<file path="config.mk">
export PLATFORM = sky130hd
export DESIGN_NAME = sifhTop
export DESIGN_NICKNAME = d
export VERILOG_FILES = /design/src/logic/sifhPkg.sv /design/src/logic/sifhTop.sv /design/src/logic/histController.sv /design/src/logic/peakDetector.sv /design/src/logic/binCounter.sv /design/src/logic/timestampBinner.sv
export SDC_FILE = /design/constraint.sdc
export NUM_CORES = 1
export LEC_CHECK = 0
export ABC_CLOCK_PERIOD_IN_PS = 2800
export BUFFER_PORTS_ARGS = -buffer_cell sky130_fd_sc_hd__buf_4
export CAP_MARGIN = 20
export CORE_MARGIN = 2
export CORE_UTILIZATION = 55
export CTS_CLUSTER_SIZE = 28
export DETAILED_ROUTE_END_ITERATION = 10
export GPL_ROUTABILITY_DRIVEN = 0
export PLACE_DENSITY = 0.84
export SLEW_MARGIN = 20
export SYNTH_ARGS = -nofsm -noshare
export SYNTH_HDL_FRONTEND = slang
export SYNTH_SLANG_ARGS = --single-unit
</file>
<file path="constraint.sdc">
create_clock -name clk -period 2.8 [get_ports clk]
set_clock_uncertainty 0.15 [all_clocks]
set_input_delay 0.56 -clock clk [delete_from_list [all_inputs] [get_ports clk]]
set_output_delay 0.56 -clock clk [all_outputs]
set_load 0.02 [all_outputs]
</file>
<file path="src/logic/sifhPkg.sv">
`default_nettype none

package sifhPkg;

    // rough timestamp from the TDC front end
    localparam int TIME_W = 10;

    // histogram geometry
    localparam int BIN_W = 4;
    localparam int NUM_BINS = 16;

    // per-bin count, saturates at 63
    localparam int COUNT_W = 6;

    // accepted strobes that close one pass
    localparam int SAMPLES_PER_HIS = 32;

    // fine bin field starts at bit 2 of the window offset (4 units per bin)
    localparam int FINE_SHIFT = 2;

    // coarse bin index to window base (64 units per coarse bin)
    localparam int WINDOW_SHIFT = 6;

    // which histogram is being built
    typedef enum logic {
        COARSE,
        FINE
    } hisPhase;

    // controller FSM
    typedef enum logic [1:0] {
        ACQ,
        WAIT_LAST,
        SCAN,
        REPORT
    } ctrlState;

    // all bin counts side by side, bin 0 in the low slice
    typedef logic [NUM_BINS-1:0][COUNT_W-1:0] binCountArray;

    // registered binner output
    typedef struct packed {
        logic                valid;
        logic [NUM_BINS-1:0] vec;
    } binHit;

    // current pass and fine window origin
    typedef struct packed {
        hisPhase             phase;
        logic [TIME_W-1:0]   base;
    } sifhWindow;

    // reported measurement
    typedef struct packed {
        logic [BIN_W-1:0]    coarsePeak;
        logic [BIN_W-1:0]    finePeak;
        logic [TIME_W-1:0]   peakTime;
    } sifhResult;

endpackage

`default_nettype wire
</file>
<file path="src/logic/sifhTop.sv">
`timescale 1ns/1ps
`default_nettype none

module sifhTop (
    input  wire logic                        clk,
    input  wire logic                        rstN,
    input  wire logic                        wrEn,
    input  wire logic [sifhPkg::TIME_W-1:0]  roughData,
    output logic                             busy,
    output logic                             resultValid,
    output sifhPkg::sifhResult               result
);

    logic                              accept;
    logic                              clearBins;
    logic                              scanStart;
    logic                              peakDone;
    logic [sifhPkg::BIN_W-1:0]         peakBin;
    sifhPkg::sifhWindow                window;
    sifhPkg::binHit                    hit;
    sifhPkg::binCountArray             counts;

    // timestamp to one-hot bin
    timestampBinner u_binner (
        .clk       (clk),
        .rstN      (rstN),
        .accept    (accept),
        .roughData (roughData),
        .window    (window),
        .hit       (hit)
    );

    // one counter per histogram bin
    for (genvar i = 0; i < sifhPkg::NUM_BINS; i++) begin : g_bin
        binCounter u_bin (
            .clk   (clk),
            .rstN  (rstN),
            .clear (clearBins),
            .inc   (hit.valid & hit.vec[i]),
            .count (counts[i])
        );
    end

    // argmax over the counters
    peakDetector u_peak (
        .clk      (clk),
        .rstN     (rstN),
        .start    (scanStart),
        .counts   (counts),
        .peakDone (peakDone),
        .peakBin  (peakBin)
    );

    // pass sequencing, window and result
    histController u_ctrl (
        .clk         (clk),
        .rstN        (rstN),
        .wrEn        (wrEn),
        .peakDone    (peakDone),
        .peakBin     (peakBin),
        .accept      (accept),
        .window      (window),
        .clearBins   (clearBins),
        .scanStart   (scanStart),
        .busy        (busy),
        .resultValid (resultValid),
        .result      (result)
    );

endmodule

`default_nettype wire

</file>
<file path="src/logic/histController.sv">
`timescale 1ns/1ps
`default_nettype none

module histController (
    input  wire logic                        clk,
    input  wire logic                        rstN,
    input  wire logic                        wrEn,
    input  wire logic                        peakDone,
    input  wire logic [sifhPkg::BIN_W-1:0]   peakBin,
    output logic                             accept,
    output sifhPkg::sifhWindow               window,
    output logic                             clearBins,
    output logic                             scanStart,
    output logic                             busy,
    output logic                             resultValid,
    output sifhPkg::sifhResult               result
);

    sifhPkg::ctrlState                                    state;
    logic [$clog2(sifhPkg::SAMPLES_PER_HIS)-1:0]          sampleCnt;
    logic [sifhPkg::BIN_W-1:0]                            coarsePeak;
    logic [sifhPkg::TIME_W-1:0]                           peakBinWide;
    logic                                                 lastSample;

    // strobes during a scan are lost
    assign accept = wrEn && !busy;

    assign lastSample = (sampleCnt == (sifhPkg::SAMPLES_PER_HIS - 1));

    // peak index widened for the window arithmetic
    assign peakBinWide = {{(sifhPkg::TIME_W - sifhPkg::BIN_W){1'b0}}, peakBin};

    always_ff @(posedge clk or negedge rstN) begin
        if (!rstN) begin
            state       <= sifhPkg::ACQ;
            sampleCnt   <= '0;
            coarsePeak  <= '0;
            window      <= '{phase: sifhPkg::COARSE, base: '0};
            clearBins   <= 1'b0;
            scanStart   <= 1'b0;
            busy        <= 1'b0;
            resultValid <= 1'b0;
            result      <= '0;
        end else begin
            // single-cycle pulses
            clearBins   <= 1'b0;
            scanStart   <= 1'b0;
            resultValid <= 1'b0;
            case (state)
                sifhPkg::ACQ: begin
                    if (accept) begin
                        if (lastSample) begin
                            // pass complete, block further strobes
                            sampleCnt <= '0;
                            busy      <= 1'b1;
                            state     <= sifhPkg::WAIT_LAST;
                        end else begin
                            sampleCnt <= sampleCnt + 1'b1;
                        end
                    end
                end
                sifhPkg::WAIT_LAST: begin
                    // last increment lands on this edge
                    scanStart <= 1'b1;
                    state     <= sifhPkg::SCAN;
                end
                sifhPkg::SCAN: begin
                    if (peakDone) begin
                        if (window.phase == sifhPkg::COARSE) begin
                            // open the 64-unit fine window at the coarse peak
                            coarsePeak   <= peakBin;
                            window.phase <= sifhPkg::FINE;
                            window.base  <= peakBinWide << sifhPkg::WINDOW_SHIFT;
                            clearBins    <= 1'b1;
                            busy         <= 1'b0;
                            state        <= sifhPkg::ACQ;
                        end else begin
                            result.coarsePeak <= coarsePeak;
                            result.finePeak   <= peakBin;
                            // window origin plus 4 units per fine bin
                            result.peakTime   <= window.base
                                + (peakBinWide << sifhPkg::FINE_SHIFT);
                            resultValid       <= 1'b1;
                            state             <= sifhPkg::REPORT;
                        end
                    end
                end
                sifhPkg::REPORT: begin
                    // back to a fresh coarse pass
                    window    <= '{phase: sifhPkg::COARSE, base: '0};
                    clearBins <= 1'b1;
                    busy      <= 1'b0;
                    state     <= sifhPkg::ACQ;
                end
                default: begin
                    state <= sifhPkg::ACQ;
                end
            endcase
        end
    end

endmodule

`default_nettype wire

</file>
<file path="src/logic/peakDetector.sv">
`timescale 1ns/1ps
`default_nettype none

module peakDetector (
    input  wire logic                        clk,
    input  wire logic                        rstN,
    input  wire logic                        start,
    input  wire sifhPkg::binCountArray       counts,
    output logic                             peakDone,
    output logic [sifhPkg::BIN_W-1:0]        peakBin
);

    logic                            running;
    logic [sifhPkg::BIN_W-1:0]       idx;
    logic [sifhPkg::COUNT_W-1:0]     bestCount;
    logic [sifhPkg::BIN_W-1:0]       bestBin;
    logic [sifhPkg::COUNT_W-1:0]     curCount;
    logic                            takeCur;
    logic                            lastBin;

    // bin under examination this cycle
    assign curCount = counts[idx];

    // strictly larger only, so ties keep the lower index
    assign takeCur = (curCount > bestCount);

    assign lastBin = (idx == (sifhPkg::NUM_BINS - 1));

    always_ff @(posedge clk or negedge rstN) begin
        if (!rstN) begin
            running   <= 1'b0;
            idx       <= '0;
            bestCount <= '0;
            bestBin   <= '0;
            peakDone  <= 1'b0;
            peakBin   <= '0;
        end else begin
            peakDone <= 1'b0;
            if (start) begin
                // restart the walk from bin 0
                running   <= 1'b1;
                idx       <= '0;
                bestCount <= '0;
                bestBin   <= '0;
            end else if (running) begin
                if (takeCur) begin
                    bestCount <= curCount;
                    bestBin   <= idx;
                end
                idx <= idx + 1'b1;
                if (lastBin) begin
                    // the last bin may still win
                    running  <= 1'b0;
                    peakDone <= 1'b1;
                    peakBin  <= takeCur ? idx : bestBin;
                end
            end
        end
    end

endmodule

`default_nettype wire

</file>
<file path="src/logic/binCounter.sv">
`timescale 1ns/1ps
`default_nettype none

module binCounter (
    input  wire logic                         clk,
    input  wire logic                         rstN,
    input  wire logic                         clear,
    input  wire logic                         inc,
    output logic [sifhPkg::COUNT_W-1:0]       count
);

    logic full;

    // stop at all-ones
    assign full = &count;

    always_ff @(posedge clk or negedge rstN) begin
        if (!rstN) begin
            count <= '0;
        end else if (clear) begin
            // new pass, clear beats a late hit
            count <= '0;
        end else if (inc && !full) begin
            count <= count + 1'b1;
        end
    end

endmodule

`default_nettype wire

</file>
<file path="src/logic/timestampBinner.sv">
`timescale 1ns/1ps
`default_nettype none

module timestampBinner (
    input  wire logic                        clk,
    input  wire logic                        rstN,
    input  wire logic                        accept,
    input  wire logic [sifhPkg::TIME_W-1:0]  roughData,
    input  wire sifhPkg::sifhWindow          window,
    output sifhPkg::binHit                   hit
);

    logic [sifhPkg::TIME_W-1:0]   offset;
    logic [sifhPkg::BIN_W-1:0]    binIdx;
    logic                         inWindow;
    sifhPkg::binHit               hitNext;

    always_comb begin
        // distance from the window origin, wraps for early samples
        offset = roughData - window.base;
        if (window.phase == sifhPkg::COARSE) begin
            // coarse pass uses the top bits directly
            binIdx   = roughData[sifhPkg::TIME_W-1 -: sifhPkg::BIN_W];
            inWindow = 1'b1;
        end else begin
            // fine pass uses the offset, 4 units per bin
            binIdx   = offset[sifhPkg::FINE_SHIFT +: sifhPkg::BIN_W];
            // anything at or past 64 units (or wrapped) is outside
            inWindow = (offset[sifhPkg::TIME_W-1:sifhPkg::WINDOW_SHIFT] == '0);
        end

        hitNext.valid = accept;
        // out-of-window sample keeps valid but hits no bin
        if (accept && inWindow) begin
            hitNext.vec = {{(sifhPkg::NUM_BINS-1){1'b0}}, 1'b1} << binIdx;
        end else begin
            hitNext.vec = '0;
        end
    end

    // one register stage, counters increment on the following edge
    always_ff @(posedge clk or negedge rstN) begin
        if (!rstN) begin
            hit <= '0;
        end else begin
            hit <= hitNext;
        end
    end

endmodule

`default_nettype wire

</file>
==> results, run 1 <==
- The run finished, with violations left.
- The final reports fail on negative setup slack.
- The number of nets in the final layout is around 1000.
- The total via count in the routed design is around 6800.
- The area of the multi-input gates is approximately 4200 sq um.
- Dividing the detail-routed wire length by the instance count gives 18.50 microns.
- The antenna cell count is 0.
- The top cell type by total area after synthesis is dfrtp_1.
- The remaining antenna violation count after routing is 0.
- In this run the horizontal extent of the chip is around 130 microns.
- STA classifies the critical path startpoint as a register.
- In this run the clock root is driven by a clkbuf_16.
- The deepest clock path buffer count is 2.
- The number of slew-limit violations in the final report was 0.
- TritonCTS built the clock tree.
- In this run, the number of DRC markers left after iteration 0 of detailed routing was between 600 and 700.
- Once layout is complete, the utilization of the core stands at 69.03%.
- Counting the fill cells in the layout gives 1001.
- The path class of the tightest hold or removal check is in -> reg.
- The synthesized area divided by synthesized cell count is 10.61 sq um.
- The first global-routing pass estimated roughly 35 mm of wire.
- The number of clock buffers added by TritonCTS is 17.
- The number of antenna violations at the first check in global routing came to 0.
- The number of register bits inferred by synthesis is 165.
- The max-cap violation count is 0.
- In this run the count of I/O pins placed on the die edge is 33.
- The endpoint type of the worst setup path is a register.
- The count of yosys warnings during synthesis is 0.
- Across all hold checks on the routed design, the worst slack comes to 0.2486 ns.
- After synthesis the cells add up to ~8500 sq um.
- The floorplan has 45 rows.
- The maximum frequency from static timing analysis is 0.3159 GHz.
- By area the synthesized netlist is led by dfrtp_1, nor2_1, mux4_1.
- The clock share of power is 33.2%.
- The top cell type by area accounts for between 40% and 50% of the synthesized area.
- The number of buffers inserted by port buffering is 28.
- Counting I/O delays and the setup requirement, the final critical path takes 3.165 ns.
- Sorting the synthesized cells by how often they occur yields dfrtp_1, nor2_1, nand2_1.
- dfrtp_1 is the most common cell in the netlist.
- Summed over all cells, the static leakage comes to 5.209 nW.
- The area taken by flip-flops and latches is 4131 sq um.
- The area growth from synthesis to layout is 22.85%.
- The data arrival time at the worst-slack endpoint is 3.31 ns.
- The height of the die is 128.6 microns.
- After clock tree synthesis, the clock-pin slew on the worst setup and hold paths is 0.07 ns.
- The worst pin sits at a relative slew slack of between 50% and 60%.
- In this run the power density over the cells is 665.1 nW/um^2.
- The post-synthesis instance total is ~800.
- The number of global-route vias before repair is 6880.
- The proportion of synthesized flip-flops having asynchronous set or reset is 100.0%.
- For the worst-skew pair, the clock arrives at the later sink with an insertion delay of 0.44 ns.
- The transition time at the pin with the least slew margin is 0.7243 ns.
- The placed wire-length estimate is 13.38 mm.
- Setup repair after global routing could not meet its margin everywhere.
- The sequential cell area fraction in the yosys report is 48.34%.
- Net switching is a little under a third of the power.
- The number of distinct standard cells referenced by the synthesized netlist is 48.
- For this design the total switching power over the nets is roughly 2.1 mW.
- For the worst setup path, the data required time is just under 3 ns.
- The class of the most critical setup path is reg -> reg.
- Global routing used 27.13% of the available tracks across all layers.
- The period utilization is 113.0%.
- The summed negative setup slack over all endpoints is -4.552 ns.
- The worst-case setup slack after placement is -0.5084 ns.
- The first TritonRoute pass finished after 5 iterations.
- Combinational cells account for 25.4% of the total power.
- After detailed routing, the number of remaining DRC violations is 0.
- The full die area is 16540 sq um.
- The number of hold violations in the final report is 0.
- Of the total power, registers draw 41.4%.
- The H-tree was split into 4 levels.
- Using the TritonRoute via totals, the vias-per-cell ratio works out to between 5 and 6.
- In the synthesized netlist the dominant register cell turns out to be dfrtp_1.
- Counting every sink on the clock net gives between 150 and 200.
- The worst ir drop on vdd is 473.5 uV.
- The count of flip-flops with a built-in enable after synthesis is 0.
- Setup violations remaining at the end of the flow were counted as 14.
- The total global routing overflow is 0.
- Internal power comes to 4.871 mW.
- The biggest fanout along the worst timing path is 7.
- Entering global routing, the biggest net connects 62 pins.
- Once the floorplan was initialized, standard cells occupied between 50% and 60% of the core.
- The total wire length is roughly 21 mm.
- Across all setup checks in the final design, the least slack found is -0.3651 ns.
- In the final layout, the share of cells above drive strength 1 is 24.63%.
- In this run the standard cell core region covers approximately 15000 sq um.
path summary, 6_finish.rpt:
path,from,to,cells after the start,slack (ns)
worst max register to register,u_peak.idx[0]$_DFFE_PN0P_,u_peak.bestCount[5]$_DFFE_PN0P_,13,-0.37
min in group asynchronous,rstN,g_bin[4].u_bin.count[2]$_DFFE_PN0P_,2,0.51
worst max-delay path,u_peak.idx[0]$_DFFE_PN0P_,u_peak.bestCount[5]$_DFFE_PN0P_,13,-0.37
worst min register to register,u_ctrl.result[6]$_DFFE_PN0P_,u_ctrl.result[6]$_DFFE_PN0P_,2,0.33
worst min-delay path,wrEn,u_ctrl.busy$_DFFE_PN0P_,2,0.25
max in group asynchronous,rstN,g_bin[13].u_bin.count[2]$_DFFE_PN0P_,3,1.27
repair_timing:
item | 4_1_cts | 5_1_grt
pin swaps | 12 | 15
hold buffers | 1 | 0
gates resized for setup | 21 | 17
endpoints found under the hold margin | 54 | 0
cloned | 1 | 0
setup endpoints to repair | 14 | 14
buffers inserted | 19 | 1
layout make-up:
cell class                      instances  area share, %
Tap cell                              188          2.242
Clock inverter                         14          1.431
Timing Repair Buffer                  154          12.27
Sequential cell                       165          39.37
Clock buffer                           18          4.090
Multi-Input combinational cell        578          39.70
Inverter                               25         0.8942
state kept, by name, summed over array words and instances, names as in the netlist, 5 cells and up:
signal and count:
u_ctrl.result 12, u_ctrl.window 5, g_bin.u_bin.count 96, u_ctrl.sampleCnt 5
u_binner.hit 17, u_peak.bestCount 6
cell families (layout without fill, tap and decap cells):
family | Yosys count | after routing | share of synthesized area, %
xor+xnor | 76 | 76 | 7.793
flops | 165 | 165 | 48.34
other cells | 1 | 2 | 0.04390
simple gates | 324 | 324 | 17.71
mux | 58 | 58 | 11.09
buf+inv | 63 | 211 | 3.882
fa+ha+maj | 28 | 28 | 4.101
compound gates | 90 | 90 | 7.046
power by group through the flow:
stage / registers, mW / logic (mW) / clock network (mW)
final: 2.89 / 1.77 / 2.32
after CTS: 2.88 / 1.72 / 2.34
after global routing: 2.92 / 1.93 / 2.46
after detailed placement: 2.91 / 1.48 / 0
after global placement: 2.90 / 1.41 / 0
after floorplan: 2.81 / 1.08 / 0
layer usage:
layer | vias to the layer above | global-route usage, % | routed length [microns]
met5 | - | 0 | 0
met4 | 0 | 13.17 | 736
met3 | 55 | 4.657 | 1045
met2 | 233 | 46.15 | 10830
met1 | 3406 | 33.94 | 8509
li1 | 3083 | - | -
critical path, cell delays in order (launching register included):
cell,delay [ns]
dfrtp_2,0.42
buf_12,0.12
buf_16,0.12
mux4_2,0.53
a22oi_2,0.28
nand2_2,0.12
ha_4,0.28
nand4_1,0.13
o21bai_4,0.20
a31oi_2,0.15
buf_4,0.15
buf_6,0.09
mux2i_2,0.19
nor2_1,0.07
stage by stage:
| stage | std cells | total power, mW | cell area (sq um) |
|---|---|---|---|
| after global placement | 1090 | 4.313 | 9609 |
| after global routing | 1142 | 7.301 | 10490 |
| after floorplan | 806 | 3.891 | 8542 |
| after CTS | 1142 | 6.934 | 10460 |
| final | 1142 | 6.979 | 10490 |
| after detailed placement | 1090 | 4.387 | 9609 |
cells in the final DEF (no fill, tap or decap), types with 3 or more instances in the layout:
master	n
nor3_1	6
a31oi_2	5
nand4_1	15
nand2b_1	5
mux4_1	7
nand3_1	26
clkbuf_16	17
mux4_2	17
o32ai_1	8
o211ai_1	4
xnor2_1	34
clkinv_2	3
a31oi_1	8
o21ai_0	22
nor2_1	128
and4b_1	3
a22o_1	3
buf_6	7
mux2i_1	27
dfrtp_1	163
nor2b_1	6
clkinvlp_4	3
nand2_2	3
or3_1	8
mux2_2	4
and4_1	11
a22oi_2	9
buf_4	138
buf_12	6
xor2_1	42
ha_1	27
a21o_1	4
inv_6	4
and3_1	26
inv_1	25
nand2_1	80
a21oi_1	18
(Power assumes the default switching activity.)
==> inputs of run 2 (changes only) <==
--- a/config.mk
+++ b/config.mk
@@ -7,13 +7,12 @@
 export LEC_CHECK = 0
 export ABC_CLOCK_PERIOD_IN_PS = 2800
 export BUFFER_PORTS_ARGS = -buffer_cell sky130_fd_sc_hd__buf_4
-export CAP_MARGIN = 20
 export CORE_MARGIN = 2
-export CORE_UTILIZATION = 55
+export CORE_UTILIZATION = 50
 export CTS_CLUSTER_SIZE = 28
 export DETAILED_ROUTE_END_ITERATION = 10
 export GPL_ROUTABILITY_DRIVEN = 0
-export PLACE_DENSITY = 0.84
+export PLACE_DENSITY = 0.78
 export SLEW_MARGIN = 20
 export SYNTH_ARGS = -nofsm -noshare
 export SYNTH_HDL_FRONTEND = slang
==> constraint.sdc (replaced) <==
create_clock -name clk -period 2.8 [get_ports clk]
set_clock_uncertainty 0.15 [all_clocks]
set_input_delay 0.28 -clock clk [delete_from_list [all_inputs] [get_ports clk]]
set_output_delay 0.28 -clock clk [all_outputs]
set_load 0.02 [all_outputs]
==> run 2 against run 1 <==
Compared with the run above:
- the run still ends with negative setup slack left
- global-route usage shrank 3.0 points
- worst hold slack worse by 0.15 ns
- die area grew 9.7%
- total power up 0.55%
- wire length rose by 1.1%
- count of clock-buffer cells in the layout up 4
- first-iteration DRC count shrank 2.1%
- sequential share of layout area shrank 0.17 points
- critical endpoint is now u_peak.bestCount[3]$_DFFE_PN0P_
==> results, run 2 (synthesis gave the netlist of run 1 again) <==
- The flow ran to the end, but the final reports show violations.
- The final reports fail on negative setup slack.
- The max-cap violation count came to 0 (unchanged).
- In the layout the commonest cells are dfrtp_1, buf_4, nor2_1, nand2_1, xor2_1.
- The core box area is 16640 sq um (+9.5%).
- The setup slack of the most critical reg-to-reg path came to -0.56 ns (-0.20 ns).
- The global-route total usage across every layer was 24.11% (-3.0 points).
- The critical path goes through buf_12 -> buf_12 -> mux4_2 -> a22oi_2 -> nand2_2 -> ha_4 -> nand4_1 -> o21bai_4 -> a31oi_4 -> buf_6 -> mux2i_1 -> nor2_1.
- The full die area is 18150 sq um (+9.7%).
- The number of top-level pins is 33 (unchanged).
- The placed wire-length estimate is 13.37 mm (-0.13%).
- The area growth from synthesis to layout is 23.39%.
- The worst setup margin is -0.5640 ns (-0.1989 ns).
- The register containing the most flip-flops in the final layout is g_bin.u_bin.count.
- The worst setup path is of the reg -> reg kind.
- Setup repair after global routing could not meet its margin everywhere.
- The number of iterations in the first detailed-routing pass is 5 (unchanged).
- The number of buffers inserted by port buffering is 28 (unchanged).
- The busiest layer in global routing is met2.
- The global routing met2 resource utilization was 39.51% (-6.6 points).
- The leakage power figure was 5.173 nW (-0.69%).
- The most common library cell in the layout ignoring fill and taps is dfrtp_1.
- The largest net degree at the start of global routing is 64 (+3.2%).
- The number of antenna violations at the first check in global routing is 0 (unchanged).
- The number of slew-limit violations in the final report is 0 (unchanged).
- The DRC violation count after routing is 0 (unchanged).
- The post-layout minimum cycle time is 3.364 ns (+0.1989 ns).
- The register clock-pin slew on the reported worst setup and hold paths is 0.06 ns (about the same).
- STA classifies the critical path endpoint as a register.
- The path class of the tightest hold or removal check is in -> reg.
- The data arrival time at the worst-slack endpoint is 3.50 ns (+0.19 ns).
- The mean number of vias per cell is 5.775 (-2.7%).
- The biggest fanout along the worst timing path is 7 (unchanged).
- The count of fill cells added during filler insertion was 1211 (+21%).
- The height of the die is 134.7 microns (+4.7%).
- The worst-case setup slack after placement is -0.4705 ns (+0.03796 ns).
- The clock latency on the worst-skew pair came to 0.43 ns (about the same).
- The routing usage on met1 is 31.27% (-2.7 points).
- TritonCTS built the clock tree.
- The number of standard cells in the final layout excluding fillers is 1166 (+2.1%).
- The CTS buffer count was 17 (unchanged).
- The cell with the biggest individual delay on the critical path is mux4_2.
- The kind of start point of the critical path is a register.
- The area of the multi-input gates came to 4214 sq um (+1.1%).
- The area taken by flip-flops and latches is 4131 sq um (unchanged).
- The period utilization is 120.1% (+7.1 points).
- The antenna cell count is 0 (unchanged).
- The required time at the endpoint of the critical path is 2.94 ns (about the same).
- The largest delay contributor family on the critical path is compound AO/OA/AOI/OAI gates.
- The number of buffers and inverters on the critical path is 3 (-1).
- The number of failing setup endpoints in the final timing report came to 14 (unchanged).
- The post-detailed-route wirelength per cell is 18.32 microns (-0.96%).
- The number of cell rows is 47 (+4.4%).
- The largest registers in the layout are g_bin.u_bin.count x96, u_binner.hit x17, u_ctrl.result x12.
- The cell repeated most along the worst path is buf_12.
- The met3 usage is 4.242% (-0.42 points).
- The detailed router's first-iteration violation count was 596 (-2.1%).
- The remaining antenna violation count after routing is 0 (unchanged).
- The global-route wire length before repair is 33.87 mm (-2.1%).
- The number of placed cells counting well taps is 1115 (+2.3%).
- The number of H-tree levels was 4 (unchanged).
- The total global routing overflow is 0 (unchanged).
- The maximum frequency from static timing analysis is 0.2973 GHz (-5.9%).
- The total via count in the routed design is 6734 (-0.63%).
- The ratio of cells with drive above 1 in the final layout is 24.10% (-0.53 points).
- The remaining max-slew budget at the tightest pin is 55.53% (+3.9 points).
- The root buffer cell chosen for the clock tree is clkbuf_16.
- The power density over the cells came to 665.8 nW/um^2 (+0.11%).
- The deepest clock path buffer count came to 2 (unchanged).
- The x dimension of the die came to 134.7 microns (+4.7%).
- The transition time at the pin with the least slew margin is 0.6639 ns (-0.06033 ns).
- The number of nets in the final layout is 974 (-0.81%).
- The number of global-route vias before repair is 6593 (-4.2%).
- The number of hold violations in the final report was 0 (unchanged).
- The count of clock tree sinks came to 165 (unchanged).
- The summed negative setup slack over all endpoints is -7.120 ns (-2.567 ns).
- The total wire length came to 21.36 mm (+1.1%).
- The flip-flop count of the largest register after layout is 96 (unchanged).
- The worst ir drop on vdd came to 436.5 uV (-7.8%).
- The starting utilization of the core area is 51.33% (-4.9 points).
- The delay of the slowest critical-path stage is 0.50 ns (-0.03 ns).
==> run 2: cell types whose count changed in the layout (fill, tap and decap cells not counted), sizes merged <==
cell,previous run,this run
bufinv,2,3
clkinvlp,3,4
clkinv,5,1
dlygate4sd3,1,2
clkbuf,18,22
inv,29,27
buf,153,144
==> run 2: where the power goes <==
group          leakage (nW)  switching, mW  internal, mW
combinational          2.67          0.811         0.837
sequential             2.22          0.294          2.63
clock                 0.284          0.987          1.46
==> run 2: layout make-up <==
type | count | area share, %
Multi-Input combinational cell | 578 | 39.98
Tap cell | 220 | 2.612
Clock inverter | 10 | 1.389
Clock buffer | 22 | 4.404
Sequential cell | 165 | 39.20
Inverter | 25 | 0.8903
Timing Repair Buffer | 146 | 11.53
==> run 2: final timing paths <==
path | from | depth (start not counted) | end
min in group asynchronous | rstN | 2 | g_bin[4].u_bin.count[3]$_DFFE_PN0P_
setup / recovery | u_peak.idx[0]$_DFFE_PN0P_ | 12 | u_peak.bestCount[3]$_DFFE_PN0P_
hold reg to reg | u_ctrl.result[14]$_DFFE_PN0P_ | 2 | u_ctrl.result[14]$_DFFE_PN0P_
max in group asynchronous | rstN | 3 | u_ctrl.clearBins$_DFF_PN0_
setup reg to reg | u_peak.idx[0]$_DFFE_PN0P_ | 12 | u_peak.bestCount[3]$_DFFE_PN0P_
hold / removal | roughData[6] | 4 | u_binner.hit[6]$_DFF_PN0_
==> run 2: metrics by stage <==
step	power [mW]	area, sq um	hold slack, ns	util [%]
3_5_place_dp	4.382	9609	0.1269	57.74
2_1_floorplan	3.891	8542	-0.1656	-
5_1_grt	7.304	10540	0.1178	63.33
3_3_place_gp	4.310	9609	0.1314	57.74
6_report	7.018	10540	0.09417	63.33
4_1_cts	7.004	10510	0.08076	63.17
==> run 2: per-layer routing <==
metal | routed length [microns] | share of wire [%] | vias up
li1 | - | - | 3066
met1 | 8955 | 42 | 3355
met2 | 10220 | 48 | 228
met3 | 1084 | 5.1 | 85
met4 | 1099 | 5.1 | 0
met5 | 0 | 0 | -
==> run 2: worst reg2reg max path: cells and delay by family, from the launching register on <==
| family | cells | cell delay [ns] |
|---|---|---|
| adder cells (fa/ha/maj) | 1 | 0.29 |
| flip-flops | 1 | 0.44 |
| buffers and inverters | 3 | 0.45 |
| AND/OR/NAND/NOR | 3 | 0.39 |
| multiplexers | 2 | 0.71 |
| AO/OA/AOI/OAI | 3 | 0.79 |
==> run 2: what timing repair did <==
item                       CTS  global route
hold buffers                 2             0
resized for setup           31            11
setup endpoints to repair   14            14
gates cloned                 1             0
hold endpoints to repair    53             0
pin swaps                   15             9
buffers inserted            15             2
